`src/rtl/axi_lite_pkg.sv`:
```
`default_nettype none

package axi_lite_pkg;

	// ----------------------------------------
	// Bus widths
	// ----------------------------------------

	// Six address bits cover sixteen words
	localparam int axi_addr_w = 6;
	localparam int axi_data_w = 32;
	// One strobe per byte lane
	localparam int axi_strb_w = axi_data_w / 8;

	typedef logic [axi_addr_w-1:0] axi_addr_t;
	typedef logic [axi_data_w-1:0] axi_data_t;
	typedef logic [axi_strb_w-1:0] axi_strb_t;

	// ----------------------------------------
	// Responses and channel states
	// ----------------------------------------

	typedef logic [1:0] axi_resp_t;

	// Only OKAY is ever returned
	localparam axi_resp_t resp_okay = 2'b00;

	// Idle right after reset, then address wait, then data or response
	typedef enum logic [1:0] {
		ch_idle,
		ch_addr,
		ch_data
	} chan_state_e;

endpackage

`default_nettype wire

```
`src/rtl/conv_csr_pkg.sv`:
```
`default_nettype none

package conv_csr_pkg;

	// ----------------------------------------
	// Register map
	// ----------------------------------------

	// Word index taken from address bits 5:2
	localparam int reg_idx_w = 4;
	localparam int addr_lsb = 2;

	typedef logic [reg_idx_w-1:0] reg_idx_t;

	localparam reg_idx_t reg_ctrl = reg_idx_t'(0);
	localparam reg_idx_t reg_kernel_base = reg_idx_t'(1);
	localparam reg_idx_t reg_feature_base = reg_idx_t'(2);
	localparam reg_idx_t reg_feature_width = reg_idx_t'(3);
	localparam reg_idx_t reg_feature_height = reg_idx_t'(4);
	localparam reg_idx_t reg_feature_chin = reg_idx_t'(5);
	localparam reg_idx_t reg_feature_chout = reg_idx_t'(6);
	localparam reg_idx_t reg_output_base = reg_idx_t'(7);
	localparam reg_idx_t reg_output_width = reg_idx_t'(8);
	localparam reg_idx_t reg_output_height = reg_idx_t'(9);

	// Indexes 10 to 15 are unmapped
	localparam int reg_count = 10;

	// ----------------------------------------
	// Control word layout
	// ----------------------------------------

	// Self-clearing start request
	localparam int ctrl_start_bit = 0;
	// Status bits 1 to 3 are read only
	localparam int ctrl_exception_bit = 1;
	localparam int ctrl_done_bit = 2;
	localparam int ctrl_running_bit = 3;
	// Bit 4 is reserved and reads zero
	localparam int ctrl_conv_mode_bit = 5;
	localparam int ctrl_relu_bit = 6;
	localparam int ctrl_bias_bit = 7;
	// Byte-wide convolution parameters
	localparam int ctrl_padding_lsb = 8;
	localparam int ctrl_stride_lsb = 16;
	localparam int ctrl_kernel_lsb = 24;

	// Kernel size, stride and padding
	typedef logic [7:0] conv_param_t;
	// Base addresses, dimensions and channel counts
	typedef logic [31:0] csr_word_t;

endpackage

`default_nettype wire

```
`src/rtl/axi_csr_top.sv`:
```
`timescale 1ns/1ps
`default_nettype none

module axi_csr_top (
	input wire S_AXI_ACLK,
	input wire S_AXI_ARESETN,
	// ----------------------------------------
	// AXI4-Lite slave port
	input wire axi_lite_pkg::axi_addr_t S_AXI_AWADDR,
	input wire S_AXI_AWVALID,
	output logic S_AXI_AWREADY,
	input wire axi_lite_pkg::axi_data_t S_AXI_WDATA,
	input wire axi_lite_pkg::axi_strb_t S_AXI_WSTRB,
	input wire S_AXI_WVALID,
	output logic S_AXI_WREADY,
	output axi_lite_pkg::axi_resp_t S_AXI_BRESP,
	output logic S_AXI_BVALID,
	input wire S_AXI_BREADY,
	input wire axi_lite_pkg::axi_addr_t S_AXI_ARADDR,
	input wire S_AXI_ARVALID,
	output logic S_AXI_ARREADY,
	output axi_lite_pkg::axi_data_t S_AXI_RDATA,
	output axi_lite_pkg::axi_resp_t S_AXI_RRESP,
	output logic S_AXI_RVALID,
	input wire S_AXI_RREADY,
	// ----------------------------------------
	// Engine status in
	input wire running,
	input wire compute_done,
	input wire exception,
	// ----------------------------------------
	// Engine configuration out
	output conv_csr_pkg::conv_param_t kernel_size,
	output conv_csr_pkg::conv_param_t stride,
	output conv_csr_pkg::conv_param_t padding,
	output logic has_bias,
	output logic has_relu,
	output logic conv_mode,
	output logic start,
	output conv_csr_pkg::csr_word_t kernel_baseaddr,
	output conv_csr_pkg::csr_word_t feature_baseaddr,
	output conv_csr_pkg::csr_word_t feature_width,
	output conv_csr_pkg::csr_word_t feature_height,
	output conv_csr_pkg::csr_word_t feature_chin,
	output conv_csr_pkg::csr_word_t feature_chout,
	output conv_csr_pkg::csr_word_t output_baseaddr,
	output conv_csr_pkg::csr_word_t output_width,
	output conv_csr_pkg::csr_word_t output_height
);
	import conv_csr_pkg::*;

	// Controller to register file
	logic wr_commit;
	reg_idx_t wr_idx;
	// Controller to read mux
	logic rd_capture;

	// Handshakes, commit and capture strobes
	csr_axi_ctrl u_ctrl (.*);

	// Register storage and start pulse
	csr_reg_file u_regs (.*);

	// Read index and data select
	csr_read_mux u_rmux (.*);

endmodule

`default_nettype wire

```
`src/rtl/csr_axi_ctrl.sv`:
```
`timescale 1ns/1ps
`default_nettype none

module csr_axi_ctrl (
	input wire S_AXI_ACLK,
	input wire S_AXI_ARESETN,
	// Write address and data channels
	input wire axi_lite_pkg::axi_addr_t S_AXI_AWADDR,
	input wire S_AXI_AWVALID,
	output logic S_AXI_AWREADY,
	input wire S_AXI_WVALID,
	output logic S_AXI_WREADY,
	// Write response channel
	output logic S_AXI_BVALID,
	output axi_lite_pkg::axi_resp_t S_AXI_BRESP,
	input wire S_AXI_BREADY,
	// Read address and data channels
	input wire S_AXI_ARVALID,
	output logic S_AXI_ARREADY,
	output logic S_AXI_RVALID,
	output axi_lite_pkg::axi_resp_t S_AXI_RRESP,
	input wire S_AXI_RREADY,
	// Engine busy, locks out register writes
	input wire running,
	// Strobes toward the register file and read mux
	output logic wr_commit,
	output conv_csr_pkg::reg_idx_t wr_idx,
	output logic rd_capture
);
	import axi_lite_pkg::*;
	import conv_csr_pkg::*;

	chan_state_e wr_state;
	chan_state_e rd_state;
	// Address taken, data still outstanding
	logic aw_held;
	reg_idx_t wr_idx_q;
	logic aw_fire;
	logic w_fire;
	logic ar_fire;

	// ----------------------------------------
	// Write channel
	// ----------------------------------------

	// No new address while one is held or a response waits
	assign S_AXI_AWREADY = (wr_state == ch_addr) && !aw_held;
	// Data only with a held address or one arriving on the same beat
	assign S_AXI_WREADY = (wr_state == ch_addr) && !running
		&& (aw_held || S_AXI_AWVALID);
	assign S_AXI_BVALID = (wr_state == ch_data);
	assign S_AXI_BRESP = resp_okay;

	assign aw_fire = S_AXI_AWVALID && S_AXI_AWREADY;
	assign w_fire = S_AXI_WVALID && S_AXI_WREADY;

	// Data beat always completes the write
	assign wr_commit = w_fire;
	// Held index, or the live one for a joint beat
	assign wr_idx = aw_held ? wr_idx_q : S_AXI_AWADDR[addr_lsb +: reg_idx_w];

	always_ff @(posedge S_AXI_ACLK)
	begin
		if (!S_AXI_ARESETN)
		begin
			wr_state <= ch_idle;
			aw_held <= 1'b0;
		end
		else
		begin
			case (wr_state)
				// Open the channel one cycle after reset
				ch_idle:
				begin
					wr_state <= ch_addr;
				end
				ch_addr:
				begin
					if (w_fire)
					begin
						wr_state <= ch_data;
						aw_held <= 1'b0;
					end
					else if (aw_fire)
					begin
						aw_held <= 1'b1;
					end
				end
				// Response pending, channel closed until BREADY
				ch_data:
				begin
					if (S_AXI_BREADY)
						wr_state <= ch_addr;
				end
				default:
				begin
					wr_state <= ch_idle;
				end
			endcase
		end
	end

	// Word index of an address that came ahead of its data
	always_ff @(posedge S_AXI_ACLK)
	begin
		if (aw_fire && !w_fire)
			wr_idx_q <= S_AXI_AWADDR[addr_lsb +: reg_idx_w];
	end

	// ----------------------------------------
	// Read channel
	// ----------------------------------------

	assign S_AXI_ARREADY = (rd_state == ch_addr);
	assign S_AXI_RVALID = (rd_state == ch_data);
	assign S_AXI_RRESP = resp_okay;

	assign ar_fire = S_AXI_ARVALID && S_AXI_ARREADY;
	// Read mux samples the address on this beat
	assign rd_capture = ar_fire;

	always_ff @(posedge S_AXI_ACLK)
	begin
		if (!S_AXI_ARESETN)
			rd_state <= ch_idle;
		else
		begin
			case (rd_state)
				ch_idle:
				begin
					rd_state <= ch_addr;
				end
				ch_addr:
				begin
					if (ar_fire)
						rd_state <= ch_data;
				end
				// ARREADY comes back the cycle after the data beat
				ch_data:
				begin
					if (S_AXI_RREADY)
						rd_state <= ch_addr;
				end
				default:
				begin
					rd_state <= ch_idle;
				end
			endcase
		end
	end

endmodule

`default_nettype wire

```
`src/rtl/csr_read_mux.sv`:
```
`timescale 1ns/1ps
`default_nettype none

module csr_read_mux (
	input wire S_AXI_ACLK,
	input wire S_AXI_ARESETN,
	input wire rd_capture,
	input wire axi_lite_pkg::axi_addr_t S_AXI_ARADDR,
	// Register file contents
	input wire conv_csr_pkg::conv_param_t kernel_size,
	input wire conv_csr_pkg::conv_param_t stride,
	input wire conv_csr_pkg::conv_param_t padding,
	input wire has_bias,
	input wire has_relu,
	input wire conv_mode,
	input wire start,
	input wire conv_csr_pkg::csr_word_t kernel_baseaddr,
	input wire conv_csr_pkg::csr_word_t feature_baseaddr,
	input wire conv_csr_pkg::csr_word_t feature_width,
	input wire conv_csr_pkg::csr_word_t feature_height,
	input wire conv_csr_pkg::csr_word_t feature_chin,
	input wire conv_csr_pkg::csr_word_t feature_chout,
	input wire conv_csr_pkg::csr_word_t output_baseaddr,
	input wire conv_csr_pkg::csr_word_t output_width,
	input wire conv_csr_pkg::csr_word_t output_height,
	// Live engine status
	input wire running,
	input wire compute_done,
	input wire exception,
	output axi_lite_pkg::axi_data_t S_AXI_RDATA
);
	import axi_lite_pkg::*;
	import conv_csr_pkg::*;

	reg_idx_t rd_idx_q;
	csr_word_t ctrl_word;

	// Index held for the whole data phase
	always_ff @(posedge S_AXI_ACLK)
	begin
		if (!S_AXI_ARESETN)
			rd_idx_q <= '0;
		else if (rd_capture)
			rd_idx_q <= S_AXI_ARADDR[addr_lsb +: reg_idx_w];
	end

	// ----------------------------------------
	// Control word with status merged in
	// ----------------------------------------

	always_comb
	begin
		// Reserved bit 4 stays zero
		ctrl_word = '0;
		ctrl_word[ctrl_start_bit] = start;
		ctrl_word[ctrl_exception_bit] = exception;
		ctrl_word[ctrl_done_bit] = compute_done;
		ctrl_word[ctrl_running_bit] = running;
		ctrl_word[ctrl_conv_mode_bit] = conv_mode;
		ctrl_word[ctrl_relu_bit] = has_relu;
		ctrl_word[ctrl_bias_bit] = has_bias;
		ctrl_word[ctrl_padding_lsb +: $bits(conv_param_t)] = padding;
		ctrl_word[ctrl_stride_lsb +: $bits(conv_param_t)] = stride;
		ctrl_word[ctrl_kernel_lsb +: $bits(conv_param_t)] = kernel_size;
	end

	// Read data follows register changes while RVALID waits
	always_comb
	begin
		case (rd_idx_q)
			reg_ctrl: S_AXI_RDATA = ctrl_word;
			reg_kernel_base: S_AXI_RDATA = kernel_baseaddr;
			reg_feature_base: S_AXI_RDATA = feature_baseaddr;
			reg_feature_width: S_AXI_RDATA = feature_width;
			reg_feature_height: S_AXI_RDATA = feature_height;
			reg_feature_chin: S_AXI_RDATA = feature_chin;
			reg_feature_chout: S_AXI_RDATA = feature_chout;
			reg_output_base: S_AXI_RDATA = output_baseaddr;
			reg_output_width: S_AXI_RDATA = output_width;
			reg_output_height: S_AXI_RDATA = output_height;
			// Unmapped words read zero
			default: S_AXI_RDATA = '0;
		endcase
	end

endmodule

`default_nettype wire

```
`src/rtl/csr_reg_file.sv`:
```
`timescale 1ns/1ps
`default_nettype none

module csr_reg_file (
	input wire S_AXI_ACLK,
	input wire S_AXI_ARESETN,
	// Commit strobe and target from the channel controller
	input wire wr_commit,
	input wire conv_csr_pkg::reg_idx_t wr_idx,
	input wire axi_lite_pkg::axi_data_t S_AXI_WDATA,
	input wire axi_lite_pkg::axi_strb_t S_AXI_WSTRB,
	// Control word fields
	output conv_csr_pkg::conv_param_t kernel_size,
	output conv_csr_pkg::conv_param_t stride,
	output conv_csr_pkg::conv_param_t padding,
	output logic has_bias,
	output logic has_relu,
	output logic conv_mode,
	output logic start,
	// Wide registers
	output conv_csr_pkg::csr_word_t kernel_baseaddr,
	output conv_csr_pkg::csr_word_t feature_baseaddr,
	output conv_csr_pkg::csr_word_t feature_width,
	output conv_csr_pkg::csr_word_t feature_height,
	output conv_csr_pkg::csr_word_t feature_chin,
	output conv_csr_pkg::csr_word_t feature_chout,
	output conv_csr_pkg::csr_word_t output_baseaddr,
	output conv_csr_pkg::csr_word_t output_width,
	output conv_csr_pkg::csr_word_t output_height
);
	import axi_lite_pkg::*;
	import conv_csr_pkg::*;

	// Indexes 1 to 9, slot 0 is the control word
	csr_word_t wide_q [1:reg_count-1];
	logic ctrl_wr;

	assign ctrl_wr = wr_commit && (wr_idx == reg_ctrl);

	// ----------------------------------------
	// Control word
	// ----------------------------------------

	// Whole-word write, WSTRB ignored
	always_ff @(posedge S_AXI_ACLK)
	begin
		if (!S_AXI_ARESETN)
		begin
			kernel_size <= '0;
			stride <= '0;
			padding <= '0;
			has_bias <= 1'b0;
			has_relu <= 1'b0;
			conv_mode <= 1'b0;
			start <= 1'b0;
		end
		else
		begin
			// One-cycle pulse, low unless this edge commits bit 0
			start <= ctrl_wr && S_AXI_WDATA[ctrl_start_bit];
			if (ctrl_wr)
			begin
				conv_mode <= S_AXI_WDATA[ctrl_conv_mode_bit];
				has_relu <= S_AXI_WDATA[ctrl_relu_bit];
				has_bias <= S_AXI_WDATA[ctrl_bias_bit];
				padding <= S_AXI_WDATA[ctrl_padding_lsb +: $bits(conv_param_t)];
				stride <= S_AXI_WDATA[ctrl_stride_lsb +: $bits(conv_param_t)];
				kernel_size <= S_AXI_WDATA[ctrl_kernel_lsb +: $bits(conv_param_t)];
			end
		end
	end

	// ----------------------------------------
	// Wide registers
	// ----------------------------------------

	// Byte-strobe write into the addressed word
	always_ff @(posedge S_AXI_ACLK)
	begin
		if (!S_AXI_ARESETN)
		begin
			for (int i = 1; i < reg_count; i++)
				wide_q[i] <= '0;
		end
		else if (wr_commit)
		begin
			for (int i = 1; i < reg_count; i++)
			begin
				if (wr_idx == reg_idx_t'(i))
				begin
					// Disabled lanes keep their old byte
					for (int b = 0; b < axi_strb_w; b++)
					begin
						if (S_AXI_WSTRB[b])
							wide_q[i][b*8 +: 8] <= S_AXI_WDATA[b*8 +: 8];
					end
				end
			end
		end
	end

	assign kernel_baseaddr = wide_q[reg_kernel_base];
	assign feature_baseaddr = wide_q[reg_feature_base];
	assign feature_width = wide_q[reg_feature_width];
	assign feature_height = wide_q[reg_feature_height];
	assign feature_chin = wide_q[reg_feature_chin];
	assign feature_chout = wide_q[reg_feature_chout];
	assign output_baseaddr = wide_q[reg_output_base];
	assign output_width = wide_q[reg_output_width];
	assign output_height = wide_q[reg_output_height];

endmodule

`default_nettype wire

```
`config.mk`:
```
export PLATFORM = sky130hd
export DESIGN_NAME = axi_csr_top
export DESIGN_NICKNAME = d
export VERILOG_FILES = /design/src/rtl/axi_lite_pkg.sv /design/src/rtl/conv_csr_pkg.sv /design/src/rtl/axi_csr_top.sv /design/src/rtl/csr_axi_ctrl.sv /design/src/rtl/csr_read_mux.sv /design/src/rtl/csr_reg_file.sv
export SDC_FILE = /design/constraint.sdc
export NUM_CORES = 1
export LEC_CHECK = 0
export ABC_CLOCK_PERIOD_IN_PS = 2440
export BUFFER_PORTS_ARGS = -buffer_cell sky130_fd_sc_hd__buf_2
export CAP_MARGIN = 20
export CORE_UTILIZATION = 40
export DETAILED_ROUTE_END_ITERATION = 8
export GPL_ROUTABILITY_DRIVEN = 0
export PLACE_DENSITY_LB_ADDON = 0.08
export RECOVER_POWER = 100
export SLEW_MARGIN = 20
export SYNTH_ARGS = -nofsm -noshare
export SYNTH_HDL_FRONTEND = slang
export SYNTH_SLANG_ARGS = --single-unit
```
`constraint.sdc`:
```
create_clock -name S_AXI_ACLK -period 2.44 [get_ports S_AXI_ACLK]
set_clock_uncertainty 0.2 [all_clocks]
set_input_delay 0.244 -clock S_AXI_ACLK [delete_from_list [all_inputs] [get_ports S_AXI_ACLK]]
set_output_delay 0.244 -clock S_AXI_ACLK [all_outputs]
set_load 0.01 [all_outputs]
```
==> results.cfg <==
[outcome]
status = finished with violations
violations = negative setup slack

[cts]
clockRootBuffer = clkbuf_16
clk_pin_slew_worst_paths_ps = 60
cts-htree-levels = 2
numClockSinks = 329
clockBufferDepth = 3
cts_buffers = 38
cts_tree = done
clk_latency_ps = 530

[setup_path]
critPathLaunchType = flip-flop
path_max_fanout = 11
critical_path.endpoint_type = output port
critPathSlowestCell = or4b_1
critPathKind = flip-flop to output port
crit_required_ps = 2000
path_cells = buf_12 -> nor2b_2 -> a22oi_1 -> a211oi_1 -> or4b_1 -> buf_2
cp.arrival_ps = 2240
slowest_delay_ps = 550
crit_buf_inv = 2
cp_top_family = simple AND/OR/NAND/NOR gates

[floorplanning]
ioPinCount = 415
start_util_pct = 40.6
die_x_um = 197
die_y_um = 197
core_mm2 = 0.0376
num_rows = 71
dieArea_mm2 = 0.0389

[sta]
finalMaxSlewViolations = 0
final.min_clock_period_ps = 2690
rsz0062_at_grt = true
clock.fmax_mhz = 372
finalSetupTns_ps = -12020
worstMarginPinSlew_ps = 790
setup_slack_ps = -249
relSlewSlack_pct = 47.0
min_period_over_period_pct = 110
finalSetupViolations = 186
finalHoldViolCount = 0

[synthesis]
syn_avg_cell_area_um2 = 11.9
ys.flop_type = edfxtp_1
synth.distinct_cells = 61
ys_seq_area_share_pct = 62.3
yosysWarnings = 0
syn_area_mm2 = 0.0153
synth_edf_count = 292
ys_async_sr_fraction_pct = 0
postSynthCellCount = 1278
ys_ff_latch = 329

[detailed_routing]
drc = 0
routed_wl_mm = 66.2
vias = 13600
via_per_inst = 5.68
dr.pass1.iters = 5
wl_per_cell_um = 27.7
ant_nets = 0
drt-initial-drc-count = 1410

[grt]
grt.overflow.total = 0
track_usage_pct = 33.2
grt_max_degree = 35
antenna_found_initial = 2
grt_pass1_vias = 13200
grt_pass1_wl_mm = 91.7

[finish]
drive_gt1_share_pct = 22.0
fillers = 3521
finalNetCount = 1907
area_growth_pct = 36.4
final_cell_area_mm2 = 0.0208

[job]
maxCapViolations = 0

[placement]
postPlaceCellArea_mm2 = 0.0187
port_buffers = 406
hpwl_mm = 45.8
dp_slack_ps = -200

[power]
ir_worst_vdd_v = 0.000459
p_leak_uw = 0.00748
p_per_area_mw_per_mm2 = 668

[min_path]
worstHoldPathType = input pin to flip-flop
[registers in the layout, indices dropped and copies added, names as in the netlist]
register,count
u_ctrl.wr_state,2
u_rmux.rd_idx_q,4
u_regs.wide_q,288
u_ctrl.rd_state,2
u_regs.kernel_size,8
u_regs.has_relu,1
u_regs.padding,8
u_regs.has_bias,1
u_ctrl.wr_idx_q,4
u_regs.stride,8
u_ctrl.aw_held,1
u_regs.start,1
u_regs.conv_mode,1
[path summary, 6_finish.rpt]
check	end	startpoint	slack [ps]	cells past startpoint
setup / recovery	S_AXI_RDATA[14]	u_rmux.rd_idx_q[2]$_SDFFE_PN0P_	-250	6
hold / removal	u_regs.has_bias$_SDFFE_PN0P_	S_AXI_ARESETN	110	4
setup reg to reg	u_regs.wide_q[0][63]$_SDFFCE_PN0P_	u_ctrl.aw_held$_SDFFE_PN0P_	-90	5
hold reg to reg	u_regs.stride[7]$_SDFFE_PN0P_	u_regs.stride[7]$_SDFFE_PN0P_	280	2
[worst reg2reg max path, stage by stage (launching register included)]
cell	delay (ps)
dfxtp_1	380
clkbuf_2	370
and3b_1	280
o211ai_2	320
nor4_4	630
and2_1	220
[synth_stat cells (all sizes together) (5+ instances only)]
cell    count  area, µm²
a22o       20        175
nor2b      11       68.8
a22oi      31        233
edfxtp    292       8770
nor2      236        886
mux2        8       90.1
and3        9       56.3
a32oi       6       52.6
nor3        5       40.0
or3         6       37.5
mux2i      72        721
and3b       7       61.3
a221oi     13        114
a221o       8       80.1
and2       90        566
nor3b       6       55.1
dfxtp      37        741
clkbuf     50        188
o22ai      18        113
inv        15       56.3
nand2b      5       31.3
nand2     127        477
a21oi      20        100
nand3      29        145
mux4       13        293
buf        41        258
o21ai      43        219
[per-layer routing]
layer / wire (µm) / global-route usage (%) / part of all wire [%]
met4: 2290 / 10.5 / 3.5
met5: 13 / 0 / 0.020
met3: 6420 / 6.42 / 9.7
met1: 26700 / 44.4 / 40
met2: 30800 / 54.4 / 47
[final cells by class]
type	instances	area, µm²	area share, %
flip-flops and latches	329	9520	45.7
multi-input cells	846	5630	27.0
repair buffers	619	3710	17.8
clock buffers	56	1120	5.39
well taps	511	639	3.07
clock inverters	13	136	0.655
inverters	15	56.3	0.270
diodes	1	2.50	0.0120
[kinds of logic after synthesis]
| kind of cell | after synthesis | share of synthesized area [%] |
|---|---|---|
| other cells | 1 | 0.0246 |
| flops | 329 | 62.3 |
| mux | 93 | 7.23 |
| buf+inv | 106 | 3.29 |
| compound gates | 199 | 9.72 |
| simple gates | 550 | 17.4 |
[stage by stage]
step	power [µW]	util, %	hold WS [ps]	instances
final	13900	55.4	105	2390
after global routing	14200	55.4	115	2390
after CTS	13900	56.2	86.2	2384
after detailed placement	8010	49.6	263	2240
after global placement	8000	49.6	258	2240
after floorplan	7170	-	143	1281
[placed cells by master, fill, tap and decap left out, types with 7 or more instances in the layout]
| cell | instances |
|---|---|
| dlygate4sd3_1 | 48 |
| o21ai_0 | 42 |
| nor2_1 | 228 |
| buf_4 | 99 |
| mux4_2 | 13 |
| edfxtp_1 | 292 |
| a22o_1 | 20 |
| clkbuf_16 | 41 |
| a22oi_2 | 12 |
| dfxtp_1 | 33 |
| buf_2 | 80 |
| nand2_1 | 124 |
| mux2_2 | 7 |
| and3_1 | 8 |
| a21oi_1 | 17 |
| clkbuf_1 | 337 |
| a22oi_1 | 19 |
| a221o_1 | 8 |
| a221oi_1 | 8 |
| buf_6 | 28 |
| clkinv_2 | 7 |
| o22ai_1 | 15 |
| nand3_1 | 26 |
| buf_12 | 16 |
| mux2i_1 | 69 |
| inv_1 | 14 |
| and2_1 | 82 |
| clkbuf_4 | 7 |
| clkbuf_2 | 8 |
[report_power, final]
group / switching [µW] / internal [µW] / leakage, µW
Sequential: 158 / 6300 / 0.00332
Clock: 2310 / 3500 / 0.000621
Combinational: 1030 / 619 / 0.00354
[what timing repair did]
item	CTS	global route
gates resized for setup	112	40
cloned	2	0
endpoints found under the hold margin	149	0
pin swaps	23	11
hold buffers	48	0
setup endpoints to repair	32	88
buffers inserted	25	7
(Power assumes the default switching activity.)
